<file path="config.mk">
export PLATFORM = sky130hd
export DESIGN_NAME = xc_top
export DESIGN_NICKNAME = d
export VERILOG_FILES = /design/src/design/xc_geom_pkg.sv /design/src/design/xc_proto_pkg.sv /design/src/design/xc_cmd_decoder.sv /design/src/design/xc_lag_correlator.sv /design/src/design/xc_frame_packer.sv /design/src/design/xc_top.sv
export SDC_FILE = /design/constraint.sdc
export NUM_CORES = 1
export LEC_CHECK = 0
export ABC_AREA = 1
export BUFFER_PORTS_ARGS = -buffer_cell sky130_fd_sc_hd__clkbuf_2
export CAP_MARGIN = 0
export CORE_UTILIZATION = 50
export DETAILED_ROUTE_END_ITERATION = 12
export PLACE_DENSITY_LB_ADDON = 0.1
export SETUP_SLACK_MARGIN = 0.3
export SLEW_MARGIN = 30
export SYNTH_ARGS = -nofsm -noshare
export SYNTH_HDL_FRONTEND = slang
export SYNTH_SLANG_ARGS = --single-unit
export TNS_END_PERCENT = 50
</file>
<file path="constraint.sdc">
create_clock -name intclk -period 15.78 [get_ports intclk]
set_input_delay 2.367 -clock intclk [delete_from_list [all_inputs] [get_ports intclk]]
set_output_delay 2.367 -clock intclk [all_outputs]
set_load 0.01 [all_outputs]
</file>
<file path="src/design/xc_geom_pkg.sv">
// Correlator geometry: line count, lags, history depth and counter widths
// Vector types for the widths that carry a meaning

package xc_geom_pkg;

	// ################################################
	// Geometry
	// ################################################
	localparam int NUM_IN     = 4;                            // Pulse lines
	localparam int LAG_AUTO   = 2;                            // Auto lags per line
	localparam int LAG_CROSS  = 2;                            // Half width of the cross lag window
	localparam int CROSS_LAGS = 2 * LAG_CROSS - 1;            // Lags -1, 0 and +1
	localparam int NUM_PAIRS  = NUM_IN * (NUM_IN - 1) / 2;    // Line pairs
	localparam int HIST_DEPTH = 8;                            // Past samples kept per line

	// Pair order (0,1) (0,2) (0,3) (1,2) (1,3) (2,3)
	localparam int PAIR_A [NUM_PAIRS] = '{0, 0, 0, 1, 1, 2};
	localparam int PAIR_B [NUM_PAIRS] = '{1, 2, 3, 2, 3, 3};

	// ################################################
	// Counters and packet
	// ################################################
	localparam int COUNT_W    = 8;
	localparam int NUM_COUNTS = NUM_IN + NUM_IN * LAG_AUTO + NUM_PAIRS * CROSS_LAGS;
	localparam int AUTO_BASE  = NUM_IN;                       // First auto counter in packet order
	localparam int CROSS_BASE = NUM_IN + NUM_IN * LAG_AUTO;   // First cross counter in packet order
	localparam int PKT_WORDS  = NUM_COUNTS + 1;               // Header plus one word per counter

	localparam int WORD_W  = 16;
	localparam int SEQ_W   = 4;
	localparam int DELAY_W = 3;

	// Types
	typedef logic [NUM_IN-1:0]              sample_t;    // One bit per line
	typedef logic [$clog2(NUM_IN)-1:0]      line_idx_t;
	typedef logic [DELAY_W-1:0]             delay_t;
	typedef logic [COUNT_W-1:0]             count_t;
	typedef logic [WORD_W-1:0]              word_t;
	typedef logic [SEQ_W-1:0]               seq_t;
	typedef logic [$clog2(PKT_WORDS)-1:0]   word_idx_t;  // Position inside a packet

	localparam count_t COUNT_MAX = '1;                    // Saturation value

endpackage

</file>
<file path="src/design/xc_proto_pkg.sv">
// Command opcodes and correlator configuration
// Counter snapshot, packer states and packet word

package xc_proto_pkg;

	import xc_geom_pkg::*;

	// ################################################
	// Command stream
	// ################################################
	// Opcode sits in bits 7:6 of a command byte
	typedef enum logic [1:0] {
		OP_SELECT    = 2'd0,  // Bits 1:0 pick the line later commands address
		OP_AUTO_DLY  = 2'd1,  // Bits 2:0 set the auto delay of the current line
		OP_CROSS_DLY = 2'd2,  // Bits 2:0 set the cross delay of the current line
		OP_CTRL      = 2'd3   // Bit 0 integrate, bit 1 invert of the current line
	} cmd_op_e;

	typedef struct packed {
		logic                   integrate;
		sample_t                invert;
		delay_t [NUM_IN-1:0]    auto_dly;
		delay_t [NUM_IN-1:0]    cross_dly;
	} xc_config_t;

	// ################################################
	// Results
	// ################################################
	typedef struct packed {
		count_t [NUM_IN-1:0]                      pulse;
		count_t [NUM_IN-1:0][LAG_AUTO-1:0]        auto_cnt;
		count_t [NUM_PAIRS-1:0][CROSS_LAGS-1:0]   cross_cnt;  // Lag index 0 is lag -1
		logic                                     ovf;        // Some counter hit full scale
	} xc_snapshot_t;

	typedef enum logic {
		PK_IDLE,
		PK_SEND
	} pkt_state_e;

	typedef struct packed {
		logic   valid;
		logic   last;   // Marks the final count word
		word_t  data;
	} xc_pkt_t;

	localparam logic [3:0] PKT_MAGIC = 4'hC;  // Header nibble that opens every packet

endpackage

</file>
<file path="src/design/xc_cmd_decoder.sv">
// Command decoder for the correlator
// Keeps the addressed line and the per-line delay and invert registers

`timescale 1ns/1ps

module xc_cmd_decoder
	import xc_geom_pkg::*, xc_proto_pkg::*;
(
	input  logic        intclk,
	input  logic        rst_n,
	input  logic        cmd_valid,
	input  logic [7:0]  cmd_byte,
	output xc_config_t  cfg
);

	cmd_op_e   op;
	line_idx_t cur_line;  // Line addressed by the delay and invert commands

	assign op = cmd_op_e'(cmd_byte[7:6]);

	// ################################################
	// Configuration registers
	// ################################################
	// A command updates cfg at the edge it is accepted on
	always_ff @(posedge intclk or negedge rst_n) begin
		if (!rst_n) begin
			cur_line <= '0;
			cfg      <= '0;
		end else if (cmd_valid) begin
			unique case (op)
				OP_SELECT: begin
					cur_line <= line_idx_t'(cmd_byte[1:0]);
				end
				OP_AUTO_DLY: begin
					cfg.auto_dly[cur_line] <= delay_t'(cmd_byte[2:0]);
				end
				OP_CROSS_DLY: begin
					cfg.cross_dly[cur_line] <= delay_t'(cmd_byte[2:0]);
				end
				OP_CTRL: begin
					// Integrate is global, invert belongs to the current line
					cfg.integrate         <= cmd_byte[0];
					cfg.invert[cur_line]  <= cmd_byte[1];
				end
			endcase
		end
	end

	// ################################################
	// Checks
	// ################################################
	// A strobed byte must be fully driven or the opcode decode is meaningless
	assert property (@(posedge intclk) disable iff (!rst_n)
		cmd_valid |-> !$isunknown(cmd_byte))
		else $error("Command byte has unknown bits while cmd_valid is high");

endmodule

</file>
<file path="src/design/xc_lag_correlator.sv">
// Lag correlator with per-line sample history
// Pulse, auto and cross lag products feeding saturating counters
// Snapshot and clear on an accepted frame

`timescale 1ns/1ps

module xc_lag_correlator
	import xc_geom_pkg::*, xc_proto_pkg::*;
(
	input  logic          intclk,
	input  logic          rst_n,
	input  sample_t       line_in,
	input  logic          sample_en,
	input  logic          frame,
	input  xc_config_t    cfg,
	input  logic          busy,
	output xc_snapshot_t  snap,
	output logic          snap_strobe
);

	sample_t       eff;                     // Sample after the invert bits
	sample_t       hist [HIST_DEPTH];       // hist[0] is one strobe old
	sample_t       taps [HIST_DEPTH+1];     // Tap 0 is the current sample
	logic [NUM_COUNTS-1:0] prod;            // One product per counter in packet order
	count_t        cnt      [NUM_COUNTS];
	count_t        cnt_next [NUM_COUNTS];
	logic          ovf;
	logic          ovf_next;
	logic          frame_take;
	logic          count_on;
	xc_snapshot_t  cur_snap;

	assign eff        = line_in ^ cfg.invert;
	assign frame_take = frame & ~busy;  // Frames during a packet are dropped
	assign count_on   = sample_en & cfg.integrate;

	// ################################################
	// History and lag products
	// ################################################
	always_comb begin
		taps[0] = eff;
		for (int d = 1; d <= HIST_DEPTH; d++)
			taps[d] = hist[d-1];
	end

	always_comb begin
		int a;
		int b;
		int lag;
		for (int l = 0; l < NUM_IN; l++)
			prod[l] = taps[0][l];
		for (int l = 0; l < NUM_IN; l++) begin
			for (int y = 0; y < LAG_AUTO; y++)
				prod[AUTO_BASE + l*LAG_AUTO + y] = taps[0][l] & taps[int'(cfg.auto_dly[l]) + y][l];
		end
		// A negative lag pushes line a further back, a positive one pushes line b
		for (int p = 0; p < NUM_PAIRS; p++) begin
			a = PAIR_A[p];
			b = PAIR_B[p];
			for (int k = 0; k < CROSS_LAGS; k++) begin
				lag = k - (LAG_CROSS - 1);
				prod[CROSS_BASE + p*CROSS_LAGS + k] =
					taps[int'(cfg.cross_dly[a]) + (lag < 0 ? -lag : 0)][a] &
					taps[int'(cfg.cross_dly[b]) + (lag > 0 ? lag : 0)][b];
			end
		end
	end

	// ################################################
	// Saturating counters
	// ################################################
	// A sample in the frame cycle lands in the fresh period
	always_comb begin
		count_t base;
		logic   hit;
		ovf_next = frame_take ? 1'b0 : ovf;
		for (int i = 0; i < NUM_COUNTS; i++) begin
			base = frame_take ? '0 : cnt[i];
			hit  = count_on & prod[i];
			if (hit && base != COUNT_MAX)
				cnt_next[i] = base + 1'b1;
			else
				cnt_next[i] = base;
			if (cnt_next[i] == COUNT_MAX)
				ovf_next = 1'b1;  // Sticky until the next accepted frame
		end
	end

	always_ff @(posedge intclk or negedge rst_n) begin
		if (!rst_n) begin
			hist        <= '{default: '0};
			cnt         <= '{default: '0};
			ovf         <= 1'b0;
			snap_strobe <= 1'b0;
		end else begin
			if (sample_en) begin  // History shifts even with integrate off
				hist[0] <= eff;
				for (int d = 1; d < HIST_DEPTH; d++)
					hist[d] <= hist[d-1];
			end
			cnt         <= cnt_next;
			ovf         <= ovf_next;
			snap_strobe <= frame_take;
		end
	end

	// ################################################
	// Snapshot
	// ################################################
	always_comb begin
		for (int l = 0; l < NUM_IN; l++)
			cur_snap.pulse[l] = cnt[l];
		for (int l = 0; l < NUM_IN; l++)
			for (int y = 0; y < LAG_AUTO; y++)
				cur_snap.auto_cnt[l][y] = cnt[AUTO_BASE + l*LAG_AUTO + y];
		for (int p = 0; p < NUM_PAIRS; p++)
			for (int k = 0; k < CROSS_LAGS; k++)
				cur_snap.cross_cnt[p][k] = cnt[CROSS_BASE + p*CROSS_LAGS + k];
		cur_snap.ovf = ovf;
	end

	always_ff @(posedge intclk) begin
		if (frame_take)
			snap <= cur_snap;  // Values from before the clearing edge
	end

	// ################################################
	// Checks
	// ################################################
	assert property (@(posedge intclk) disable iff (!rst_n)
		snap_strobe |=> !snap_strobe)
		else $error("snap_strobe high on two cycles in a row");

	for (genvar g = 0; g < NUM_COUNTS; g++) begin : g_sat_chk
		assert property (@(posedge intclk) disable iff (!rst_n)
			(cnt[g] == COUNT_MAX && !frame_take) |=> cnt[g] != '0)
			else $error("Counter %0d wrapped from full scale", g);
	end

endmodule

</file>
<file path="src/design/xc_frame_packer.sv">
// Frame packer: header word followed by the count words
// Owns the packet sequence number and the busy flag

`timescale 1ns/1ps

module xc_frame_packer
	import xc_geom_pkg::*, xc_proto_pkg::*;
(
	input  logic          intclk,
	input  logic          rst_n,
	input  xc_snapshot_t  snap,
	input  logic          snap_strobe,
	output logic          busy,
	output xc_pkt_t       pkt
);

	pkt_state_e state;
	word_idx_t  idx;            // Word being sent
	seq_t       seq;
	word_t      words [PKT_WORDS];
	logic       at_last;

	assign at_last = (idx == word_idx_t'(PKT_WORDS - 1));

	// ################################################
	// Packet order
	// ################################################
	always_comb begin
		words[0] = {PKT_MAGIC, seq, snap.ovf, 7'b0};
		for (int l = 0; l < NUM_IN; l++)
			words[1 + l] = word_t'(snap.pulse[l]);
		for (int l = 0; l < NUM_IN; l++)
			for (int y = 0; y < LAG_AUTO; y++)
				words[1 + AUTO_BASE + l*LAG_AUTO + y] = word_t'(snap.auto_cnt[l][y]);
		for (int p = 0; p < NUM_PAIRS; p++)
			for (int k = 0; k < CROSS_LAGS; k++)  // Lag -1, 0, +1
				words[1 + CROSS_BASE + p*CROSS_LAGS + k] = word_t'(snap.cross_cnt[p][k]);
	end

	// ################################################
	// Sender FSM
	// ################################################
	always_ff @(posedge intclk or negedge rst_n) begin
		if (!rst_n) begin
			state <= PK_IDLE;
			idx   <= '0;
			seq   <= '0;
		end else begin
			case (state)
				PK_IDLE: begin
					idx <= '0;
					if (snap_strobe)
						state <= PK_SEND;
				end
				PK_SEND: begin
					if (at_last) begin
						state <= PK_IDLE;
						seq   <= seq + 1'b1;  // Next packet gets the next number
					end else begin
						idx <= idx + 1'b1;
					end
				end
			endcase
		end
	end

	assign pkt.valid = (state == PK_SEND);
	assign pkt.last  = (state == PK_SEND) && at_last;
	assign pkt.data  = (state == PK_SEND) ? words[idx] : '0;

	// Covers the strobe cycle so a frame there cannot overwrite snap
	assign busy = snap_strobe | (state == PK_SEND);

	// ################################################
	// Checks
	// ################################################
	// The final word comes one packet length after the snapshot strobe
	assert property (@(posedge intclk) disable iff (!rst_n)
		pkt.last |-> pkt.valid && $past(snap_strobe, PKT_WORDS))
		else $error("pkt.last not on the final word after the snapshot strobe");

	assert property (@(posedge intclk) disable iff (!rst_n) snap_strobe |-> state != PK_SEND)
		else $error("Snapshot strobe arrived while a packet was streaming");

endmodule

</file>
<file path="src/design/xc_top.sv">
// Correlator top level
// Command decoder, lag correlator and frame packer

`timescale 1ns/1ps

module xc_top
	import xc_geom_pkg::*, xc_proto_pkg::*;
(
	input  logic        intclk,
	input  logic        rst_n,
	input  sample_t     line_in,
	input  logic        sample_en,
	input  logic        cmd_valid,
	input  logic [7:0]  cmd_byte,
	input  logic        frame,
	output xc_pkt_t     pkt
);

	xc_config_t   cfg;
	xc_snapshot_t snap;
	logic         snap_strobe;
	logic         busy;         // Packer streaming, frames are ignored

	xc_cmd_decoder xc_cmd_decoder_inst (
		.intclk     (intclk),
		.rst_n      (rst_n),
		.cmd_valid  (cmd_valid),
		.cmd_byte   (cmd_byte),
		.cfg        (cfg)
	);

	xc_lag_correlator xc_lag_correlator_inst (
		.intclk      (intclk),
		.rst_n       (rst_n),
		.line_in     (line_in),
		.sample_en   (sample_en),
		.frame       (frame),
		.cfg         (cfg),
		.busy        (busy),
		.snap        (snap),
		.snap_strobe (snap_strobe)
	);

	xc_frame_packer xc_frame_packer_inst (
		.intclk      (intclk),
		.rst_n       (rst_n),
		.snap        (snap),
		.snap_strobe (snap_strobe),
		.busy        (busy),
		.pkt         (pkt)
	);

endmodule

</file>
==> metrics.md, run 1 <==
| Metric | Value |
|---|---|
| Die area | `60500 um2` |
| Initial core utilization | `50.5%` |
| Commonest non-fill, non-tap cell in the layout | `nand2_1` |
| Final hold violations | `0` |
| Fin util | `a little under three fifths` |
| Transition time of the tightest slew-check pin | `between 1000 and 1500 ps` |
| Post-Route WL | `~75 mm` |
| Critical Path Source Type | `input pin` |
| Mapped Cells | `~3700` |
| Critical path data required time | `between 15000 and 20000 ps` |
| Commonest non-fill, non-tap cells in the layout | `nand2_1 (1172), inv_1 (483), nor2_1 (410)` |
| Synthesized area per cell | `~8.1 um2` |
| Synth-to-Final Area Change | `9.61%` |
| FF+latch count, synth | `between 500 and 600` |
| Top cells by area, synth | `dfrtp_1 (26%), edfxtp_1 (24%), nand2_1 (15%)` |
| Setup Total Neg Slack | `0 ps` |
| Number of nets in the layout | `between 3000 and 4000` |
| CP dominant cell by count | `nand2_1` |
| Vias per cell | `~5.3` |
| CTS Root Buffer Type | `clkbuf_16` |
| Placement Rows | `roughly 90` |
| Num CTS Buffers | `61` |
| Number of remaining DRC errors | `0` |
| Seq/Total Area, Yosys | `between 50% and 60%` |
| Worst EP arrival | `7340 ps` |
| Period Utilization, post-route | `a little over two fifths` |
| Worst-Skew Late Latency | `640 ps` |
| Initial DRC count | `1881` |
| Synthesized cell area | `29800 um2` |
| Top Ports | `35` |
| CP max FO | `120` |
| Fmax | `between 100 and 150 MHz` |
| CP max stage cell | `inv_8` |
| Die width | `246 um` |
| CP max stage delay | `around 700 ps` |
| Resized Gates After CTS | `0` |
| Post-route cell area | `32600 um2` |
| Overflow after GRT | `0` |
| Core Footprint | `around 60000 um2` |
| Minimum clock period | `between 6000 and 7000 ps` |
| Post-CTS Hold Fix Bufs | `0` |
| Slew headroom | `between 30% and 40%` |
| Synth cell types | `between 50 and 60` |
| Largest net degree at the start of global routing | `roughly 130` |
| Via count | `around 24000` |
| Finished Layout Cells | `around 4500` |
| Status | `finished clean` |
| Type of the tightest min-delay check | `reg -> reg` |
| Hold WS | `between 400 and 500 ps` |
| Clock Sinks | `between 500 and 600` |
| Synth async-reset ratio | `around 57%` |
| 1st-pass router iterations | `5` |
| Slew Viols, Final | `0` |
| Bufs on Longest Clock Path | `3` |
| Initial antenna violation count | `2` |
| RSZ-0062 raised after global routing | `no` |
| Placed insts | `between 4000 and 5000` |
| Power per cell area | `approximately 200 nW/um2` |
| Static Leakage | `15.7 nW` |
| Global-route wire length before repair | `about 120 mm` |
| Antenna-violating nets left | `0` |
| Vias in the first global route | `about 23000` |
| Worst setup EP type | `flop` |
| Maxcap violations | `0` |
| Worst-path clk slew | `60 ps` |
| Die H | `~250 um` |
| Setup Skew | `~30 ps` |
| Port Buf Inserts | `29` |
| Cell taking the most area after synthesis | `dfrtp_1` |
| Area taken by multi-input logic gates | `12300 um2` |
| Share of the synthesized area in the top cell type | `between 20% and 30%` |
| Area after DPL | `slightly above 30000 um2` |
| FF+latch area | `15100 um2` |
| Setup violations, final | `0` |
| EDFF count, synth | `around 240` |
| Setup Fix Bufs, Post-CTS | `0` |
| Final-layout fill cell count | `approximately 5400` |
| H-tree depth | `2` |
| Warnings from Yosys | `0` |
| Drt wl/cell | `roughly 17 um` |
| N_diodes | `0` |
| Layout cells sized above 1 | `around 6%` |
| Synth Flop Type | `dfrtp_1` |
| VDD IR max | `roughly 140 uV` |
| CTS tree | `done` |
| Crit Path Category | `in -> reg` |
| Post-DP HPWL | `approximately 53 mm` |
| Placer Congestion | `around 0.9` |
| GRT Overall Usage | `24.9%` |
synth_stat cells (40+ instances only):
library cell and instances:
nand2_1 1172, inv_1 484, nor2_1 414, dfrtp_1 315, edfxtp_1 241, nand3_1 208
o21ai_0 121, xor2_1 102, a22oi_1 100, a21oi_1 84, nand4_1 58, ha_1 40
final timing paths:
check                                                             end  depth (start not counted)                                       from  slack (ps)
setup / recovery               xc_lag_correlator_inst.ovf$_DFFE_PN0P_                         25                                      frame        8950
hold / removal             xc_lag_correlator_inst.snap[216]$_DFFE_PP_                          0  xc_lag_correlator_inst.cnt[239]$_DFF_PN0_         430
setup reg to reg               xc_lag_correlator_inst.ovf$_DFFE_PN0P_                         25       xc_frame_packer_inst.state$_DFF_PN0_       10040
hold reg to reg            xc_lag_correlator_inst.snap[216]$_DFFE_PP_                          0  xc_lag_correlator_inst.cnt[239]$_DFF_PN0_         430
max in group asynchronous  xc_lag_correlator_inst.hist[7]$_DFFE_PN0P_                          4                                      rst_n       11870
min in group asynchronous    xc_lag_correlator_inst.cnt[10]$_DFF_PN0_                          1                                      rst_n        1660
layout make-up:
class,instances,share of cell area [%]
Clock buffer,83,5.22
Tap cell,773,2.96
Clock inverter,33,1.09
Inverter,492,5.68
Multi-Input combinational cell,2521,37.6
Timing Repair Buffer,50,1.08
Sequential cell,556,46.3
worst max-delay path, delay by kind of cell:
family / cells / cell delay [ps]
compound gates: 1 / 140
fa+ha+maj: 1 / 260
buf+inv: 5 / 2080
simple gates: 18 / 2270
sequential cells by signal, indices dropped and copies added (netlist names):
name                                flops
xc_lag_correlator_inst.snap           241
xc_lag_correlator_inst.hist            32
xc_cmd_decoder_inst.cfg                29
xc_cmd_decoder_inst.cur_line            2
xc_frame_packer_inst.state              1
xc_lag_correlator_inst.snap_strobe      1
xc_lag_correlator_inst.ovf              1
xc_lag_correlator_inst.cnt            240
xc_frame_packer_inst.seq                4
xc_frame_packer_inst.idx                5
power breakdown:
group	switching, W	total [W]	internal [W]
registers	0.000351	0.00239	0.00203
clock network	0.000583	0.00146	0.000880
logic	0.00184	0.00265	0.000816
total	0.00277	0.00650	0.00373
stage by stage:
stage	total power (W)	setup slack [ps]
2_1_floorplan	0.00425	8150
3_3_place_gp	0.00494	8400
3_5_place_dp	0.00503	8320
4_1_cts	0.00652	8990
5_1_grt	0.00699	8520
6_report	0.00650	8950
routing by layer:
layer / wire length (um) / global-route usage [%] / vias up / part of all wire, %
met5: 11 / 0 / - / 0.015
met4: 2420 / 8.81 / 2 / 3.2
met3: 4060 / 3.62 / 136 / 5.4
met2: 35500 / 41.8 / 656 / 47
met1: 32800 / 32.8 / 11300 / 44
li1: - / - / 11800 / -
cells by family after synthesis:
logic type	Yosys count	share of synthesized area, %
AOI/OAI and AO/OA	368	7.45
and+or+nand+nor	1967	27.7
xor gates and xnor gates	140	4.12
adders and majority gates	40	1.68
muxes	4	0.135
DFF	556	50.8
other	1	0.0126
buffers and inverters	587	8.09
No activity file was read; power rests on OpenSTA's default activity.
==> run 2: changes to the inputs <==
==> constraint.sdc (replaced) <==
create_clock -name intclk -period 7.2 [get_ports intclk]
set_input_delay 1.08 -clock intclk [delete_from_list [all_inputs] [get_ports intclk]]
set_output_delay 1.08 -clock intclk [all_outputs]
set_load 0.01 [all_outputs]
==> run 2 against run 1 <==
Final area increased by 0.34%. Critical path depth decreased by 15. Sequential share of layout area decreased by 0.16 points. First-iteration DRC count decreased by 9.0%. Utilization increased by 0.19 points. Non-clock buffer count increased by 7. Count of clock-buffer cells in the layout increased by 16. Flip-flop and latch count unchanged. Cell count increased by 0.27%. Die area unchanged. Sequential power increased by 120%. Critical path type is now reg -> out. Critical endpoint is now pkt[1]. Largest power group unchanged.
==> metrics.md, run 2 (synthesized netlist as in run 1, its figures left out) <==
| Metric | Value |
|---|---|
| Worst setup EP type | `output port` |
| CTS Root Buffer Type | `clkbuf_16` |
| 1st-pass router iterations | `5 (unchanged)` |
| Status | `finished clean` |
| Clock Sinks | `556 (unchanged)` |
| Resized Gates After CTS | `0 (unchanged)` |
| R2R setup slack | `2860 ps (-7180 ps)` |
| FF+latch area | `15100 um2 (unchanged)` |
| Synth-to-Final Area Change | `9.98%` |
| Vias per cell | `5.32 (+0.12%)` |
| Slew Viols, Final | `0 (unchanged)` |
| Via count | `24000 (+0.39%)` |
| Worst-Skew Late Latency | `610 ps (-30 ps)` |
| Die width | `246 um (unchanged)` |
| Fin util | `55.6% (+0.19 points)` |
| Area taken by multi-input logic gates | `12300 um2 (about the same)` |
| Largest reg by FF count | `xc_lag_correlator_inst.snap` |
| R2R depth | `20 (-20%)` |
| Port Buf Inserts | `29 (unchanged)` |
| Minimum clock period | `about 4600 ps` |
| Worst reg2reg endpoint | `xc_lag_correlator_inst.ovf$_DFFE_PN0P_` |
| Power per cell area | `438 nW/um2 (+120%)` |
| Initial antenna violation count | `2 (unchanged)` |
| Post-CTS Hold Fix Bufs | `0 (unchanged)` |
| Largest register FFs | `241 (unchanged)` |
| Initial core utilization | `50.5% (unchanged)` |
| Critical Path Source | `xc_frame_packer_inst.idx[1]$_DFFE_PN0N_` |
| Commonest non-fill, non-tap cells in the layout | `nand2_1 (1172), inv_1 (483), nor2_1 (410)` |
| GRT Overall Usage | `25.5% (+0.60 points)` |
| Type of the tightest min-delay check | `reg -> reg` |
| Worst setup margin | `2630 ps (-6320 ps)` |
| Post-Route WL | `75.9 mm (+1.5%)` |
| Bufs on Longest Clock Path | `3 (unchanged)` |
| Number of remaining DRC errors | `0 (unchanged)` |
| Slew headroom | `40.1% (+8.0 points)` |
| Antenna-violating nets left | `0 (unchanged)` |
| CP max FO | `32 (-73%)` |
| Largest net degree at the start of global routing | `148 (+11%)` |
| Placer Congestion | `0.867 (-3.2%)` |
| H-tree depth | `3 (+1)` |
| Drt wl/cell | `16.8 um (+1.2%)` |
| Number of nets in the layout | `3751 (+0.32%)` |
| Critical Path Source Type | `flop` |
| Die area | `60500 um2 (unchanged)` |
| Crit Path Category | `reg -> out` |
| Initial DRC count | `1711 (-9.0%)` |
| Setup Total Neg Slack | `0 ps (unchanged)` |
| Largest regs | `xc_lag_correlator_inst.snap: 241 flops, xc_lag_correlator_inst.cnt: 240 flops, xc_lag_correlator_inst.hist: 32 flops` |
| Period Utilization, post-route | `63.5%` |
| Final-layout fill cell count | `5332 (-0.54%)` |
| Hold path startpoint | `xc_lag_correlator_inst.cnt[89]$_DFF_PN0_` |
| Commonest non-fill, non-tap cell in the layout | `nand2_1` |
| Setup violations, final | `0 (unchanged)` |
| Transition time of the tightest slew-check pin | `896 ps (-114 ps)` |
| Core Footprint | `58900 um2 (unchanged)` |
| Overflow after GRT | `0 (unchanged)` |
| Num CTS Buffers | `66 (+8.2%)` |
| Post-DP HPWL | `53.5 mm (+1.3%)` |
| Worst EP arrival | `3490 ps (-3850 ps)` |
| Static Leakage | `15.7 nW (+0.33%)` |
| Critical path data required time | `6120 ps (-10170 ps)` |
| Top Ports | `35 (unchanged)` |
| Pre-CTS setup slack | `2380 ps (-5950 ps)` |
| Setup Fix Bufs, Post-CTS | `0 (unchanged)` |
| RSZ-0062 raised after global routing | `no` |
| Fmax | `~220 MHz` |
| Maxcap violations | `0 (unchanged)` |
| Final hold violations | `0 (unchanged)` |
| Worst-path clk slew | `60 ps (about the same)` |
| Placement Rows | `89 (unchanged)` |
| CTS tree | `done` |
| Layout cells sized above 1 | `6.30% (+0.33 points)` |
| Worst r2r src | `xc_frame_packer_inst.state$_DFF_PN0_` |
| Setup Skew | `33.7 ps (+3.07 ps)` |
| Worst Setup EP | `pkt[1]` |
| Vias in the first global route | `23100 (+0.82%)` |
| Global-route wire length before repair | `121 mm (+1.9%)` |
| Die H | `246 um (unchanged)` |
| VDD IR max | `317 uV (+130%)` |
run 2: worst min-delay path by stage:
stage | end | slack [ps] | cells past startpoint
floorplan | xc_lag_correlator_inst.snap[102]$_DFFE_PP_ | 420 | 0
global placement | xc_lag_correlator_inst.snap[114]$_DFFE_PP_ | 430 | 0
detailed placement | xc_lag_correlator_inst.snap[158]$_DFFE_PP_ | 430 | 0
CTS | xc_lag_correlator_inst.snap[50]$_DFFE_PP_ | 440 | 0
global route | xc_lag_correlator_inst.snap[216]$_DFFE_PP_ | 450 | 0
finish | xc_lag_correlator_inst.snap[50]$_DFFE_PP_ | 440 | 0
run 2: stage by stage:
stage          hold WS [ps]  instance area, um2  cells  power, W
2_1_floorplan           425               29800   3664   0.00931
3_3_place_gp            431               30600   4398    0.0109
3_5_place_dp            430               30600   4398    0.0111
4_1_cts                 444               32700   4518    0.0144
5_1_grt                 450               32700   4519    0.0154
6_report                443               32700   4520    0.0143
run 2: metal layers:
metal / track usage (%) / vias to the layer above / share of wire, %
met5: 0 / - / 0
met1: 33.4 / 11400 / 43
met4: 12.1 / 0 / 4.7
li1: - / 11800 / -
met3: 4.02 / 162 / 5.4
met2: 41.3 / 667 / 47
run 2: layout make-up:
| class | count | share of cell area [%] |
|---|---|---|
| inverter | 492 | 5.67 |
| antenna | 1 | 0.00765 |
| multi-input combinational | 2521 | 37.5 |
| tap | 773 | 2.95 |
| timing repair buffer | 57 | 1.34 |
| clock buffer | 99 | 5.80 |
| sequential | 556 | 46.2 |
| clock inverter | 21 | 0.528 |
run 2: power by group:
| part | switching (W) | internal, W | leakage [nW] |
|---|---|---|---|
| Combinational | 0.00406 | 0.00181 | 8.55 |
| Sequential | 0.000779 | 0.00446 | 6.15 |
| Clock | 0.00133 | 0.00190 | 1.01 |
run 2: critical path, cell delays in order (launching register included):
cell	delay [ps]
dfrtp_1	490
nand2_1	150
inv_2	230
buf_4	350
a22oi_1	290
nand2_1	150
nand2_1	90
nand2_1	100
a211oi_1	660
o22ai_1	200
clkbuf_2	170
==> run 3: changes to the inputs <==
==> constraint.sdc (replaced) <==
create_clock -name intclk -period 3.9 [get_ports intclk]
set_input_delay 0.585 -clock intclk [delete_from_list [all_inputs] [get_ports intclk]]
set_output_delay 0.585 -clock intclk [all_outputs]
set_load 0.01 [all_outputs]
==> run 3 against run 2 <==
Global-route usage increased by 0.93 points. First-iteration DRC count increased by 11%. Die area unchanged. Sequential share of layout area decreased by 1.1 points. Clock power increased by 98%. Critical path type unchanged. Highest routed layer is now met5.
==> metrics.md, run 3 (synthesized netlist as in run 1, its figures left out) <==
| Metric | Value |
|---|---|
| Status | `finished clean` |
| Reg power frac | `35.2% (-1.3 points)` |
| Worst-Skew Late Latency | `610 ps (about the same)` |
| CTS tree | `done` |
| VDD IR max | `474 uV (+49%)` |
| FF+latch area | `15100 um2 (about the same)` |
| Bufs on Longest Clock Path | `3 (unchanged)` |
| Maxcap violations | `0 (unchanged)` |
| Fmax | `about 280 MHz` |
| Global-route wire length before repair | `124 mm (+2.5%)` |
| CP max FO | `25 (-22%)` |
| Placer Congestion | `0.911 (+5.1%)` |
| RSZ-0062 raised after global routing | `yes` |
| Initial DRC count | `1896 (+11%)` |
| Largest net degree at the start of global routing | `99 (-33%)` |
| Fin util | `56.9% (+1.3 points)` |
| Power per cell area | `821 nW/um2 (+87%)` |
| Worst EP arrival | `3010 ps (-480 ps)` |
| Met2 WL post-DR | `36.7 mm (+3.8%)` |
| NetSw | `0.0117 W (+89%)` |
| Area taken by multi-input logic gates | `12400 um2 (+0.74%)` |
| GRT Overall Usage | `26.4% (+0.93 points)` |
| Post-DP HPWL | `56.3 mm (+5.2%)` |
| 1st-pass router iterations | `7 (+2)` |
| Largest regs | `xc_lag_correlator_inst.snap: 241 flops, xc_lag_correlator_inst.cnt: 240 flops, xc_lag_correlator_inst.hist: 32 flops` |
| Clock share of power | `23.2% (+0.7 points)` |
| Critical Path Source Type | `flop` |
| Num CTS Buffers | `66 (unchanged)` |
| Vias per cell | `5.32 (+0.16%)` |
| Die H | `246 um (unchanged)` |
| Highest metal used | `met5` |
| Core Footprint | `58900 um2 (unchanged)` |
| Post-CTS Hold Fix Bufs | `0 (unchanged)` |
| Initial core utilization | `50.5% (unchanged)` |
| Worst-path clk slew | `60 ps (about the same)` |
| P_int | `0.0159 W (+94%)` |
| N_diodes | `0 (-1)` |
| Period Utilization, post-route | `approximately 90%` |
| H-tree depth | `3 (unchanged)` |
| Static Leakage | `16.1 nW (+2.6%)` |
| Overflow after GRT | `0 (unchanged)` |
| Met1 wire length | `35.0 mm (+6.3%)` |
| Transition time of the tightest slew-check pin | `881 ps (-15.2 ps)` |
| Commonest non-fill, non-tap cell in the layout | `nand2_1` |
| Via count | `24300 (+1.2%)` |
| Met3 routed WL | `4.03 mm (-1.7%)` |
| Clock Sinks | `556 (unchanged)` |
| Top Ports | `35 (unchanged)` |
| Number of nets in the layout | `3800 (+1.3%)` |
| Crit Path Category | `reg -> out` |
| CP max stage cell | `dfrtp_2` |
| Antenna-violating nets left | `0 (unchanged)` |
| Worst r2r src | `xc_frame_packer_inst.state$_DFF_PN0_` |
| Setup violations, final | `0 (unchanged)` |
| Worst reg2reg endpoint | `xc_lag_correlator_inst.ovf$_DFFE_PN0P_` |
| Layout cells sized above 1 | `8.22% (+1.9 points)` |
| Slew Viols, Final | `0 (unchanged)` |
| Port Buf Inserts | `29 (unchanged)` |
| Setup Total Neg Slack | `0 ps (unchanged)` |
| Vias in the first global route | `23300 (+1.0%)` |
| Setup Skew | `21.4 ps (-12.3 ps)` |
| Largest register FFs | `241 (unchanged)` |
| Slew headroom | `41.1% (+0.94 points)` |
| Minimum clock period | `3600 ps` |
| Die area | `60500 um2 (unchanged)` |
| Synth-to-Final Area Change | `12.6%` |
| Final-layout fill cell count | `5255 (-1.4%)` |
| Post-Route WL | `78.5 mm (+3.4%)` |
| Initial antenna violation count | `1 (-1)` |
| Worst-path cell chain | `nand2_1 > inv_6 > buf_4 > buf_4 > a22oi_1 > nand2_1 > a221oi_1 > o22ai_1 > clkbuf_2` |
| Die width | `246 um (unchanged)` |
| R2R depth | `23 (+15%)` |
| Type of the tightest min-delay check | `in -> async` |
| Drt wl/cell | `17.2 um (+2.4%)` |
| Placement Rows | `89 (unchanged)` |
| Critical path data required time | `3310 ps (-2810 ps)` |
| Number of remaining DRC errors | `0 (unchanged)` |
| Logic pwr share | `41.6% (+0.6 points)` |
| Commonest non-fill, non-tap cells in the layout | `nand2_1 (1172), inv_1 (483), nor2_1 (409)` |
| CTS Root Buffer Type | `clkbuf_16` |
| Final hold violations | `0 (unchanged)` |
| Sw Share | `42.4% (-0.68 points)` |
| Largest reg by FF count | `xc_lag_correlator_inst.snap` |
| Worst setup EP type | `output port` |
| CP max stage delay | `500 ps (-160 ps)` |
| R2R setup slack | `520 ps (-2340 ps)` |
[run 3: changes by cell type in the layout (fill, tap and decap cells not counted), moves of 4 or more]
cell and delta:
buf_12 +9, clkbuf_1 -17, clkbuf_8 +11, a211oi_2 +5, clkinv_1 +4, buf_4 +41
a211oi_1 -5
[run 3: layout make-up]
cell class	count	share of cell area [%]
inverter	492	5.58
clock buffer	96	6.15
multi-input combinational	2522	36.9
clock inverter	24	0.676
tap	773	2.89
sequential	556	45.1
timing repair buffer	105	2.65
[run 3: per-layer routing]
layer | GRT usage, % | vias to the layer above
met1 | 35.5 | 11600
met2 | 43.3 | 634
met5 | 0 | -
met4 | 9.70 | 2
met3 | 3.94 | 162
li1 | - | 11900
[run 3: power by group through the flow]
stage,Sequential (W),Combinational (W),Clock (W)
after floorplan,0.00915,0.00800,0
after global placement,0.00970,0.0108,0
after detailed placement,0.00974,0.0111,0
after CTS,0.00967,0.0113,0.00652
after global routing,0.00991,0.0128,0.00675
final,0.00969,0.0114,0.00639
[run 3: per-stage QoR]
| stage | hold WS (ps) | cells | cell area, um2 | power (W) | setup WS, ps |
|---|---|---|---|---|---|
| 2_1_floorplan | 289 | 3664 | 29800 | 0.0171 | 305 |
| 3_3_place_gp | 431 | 4443 | 31000 | 0.0205 | 202 |
| 3_5_place_dp | 429 | 4443 | 31000 | 0.0208 | 158 |
| 4_1_cts | 63.5 | 4568 | 33400 | 0.0275 | 267 |
| 5_1_grt | 88.2 | 4568 | 33500 | 0.0295 | 233 |
| 6_report | 46.5 | 4568 | 33500 | 0.0275 | 305 |
[run 3: worst max path at each step]
stage | start | endpoint | slack [ps] | cells past startpoint
after floorplan | xc_frame_packer_inst.state$_DFF_PN0_ | xc_lag_correlator_inst.ovf$_DFFE_PN0P_ | 310 | 25
after global placement | frame | xc_lag_correlator_inst.ovf$_DFFE_PN0P_ | 200 | 22
after detailed placement | frame | xc_lag_correlator_inst.ovf$_DFFE_PN0P_ | 160 | 22
after CTS | xc_frame_packer_inst.idx[1]$_DFFE_PN0N_ | pkt[3] | 270 | 9
after global routing | xc_frame_packer_inst.state$_DFF_PN0_ | xc_lag_correlator_inst.ovf$_DFFE_PN0P_ | 230 | 22
final | xc_frame_packer_inst.idx[0]$_DFFE_PN0N_ | pkt[1] | 300 | 9
[run 3: critical path: cells and delay by family (launching register included)]
kind | cells | cell delay [ps]
compound gates | 3 | 870
buf+inv | 4 | 720
flops | 1 | 500
simple gates | 2 | 330
[run 3: what timing repair did]
action,4_1_cts,5_1_grt
gates resized for setup,7,16
pin swaps,2,0
setup buffers,4,0
cloned,1,0
setup endpoints to repair,9,9
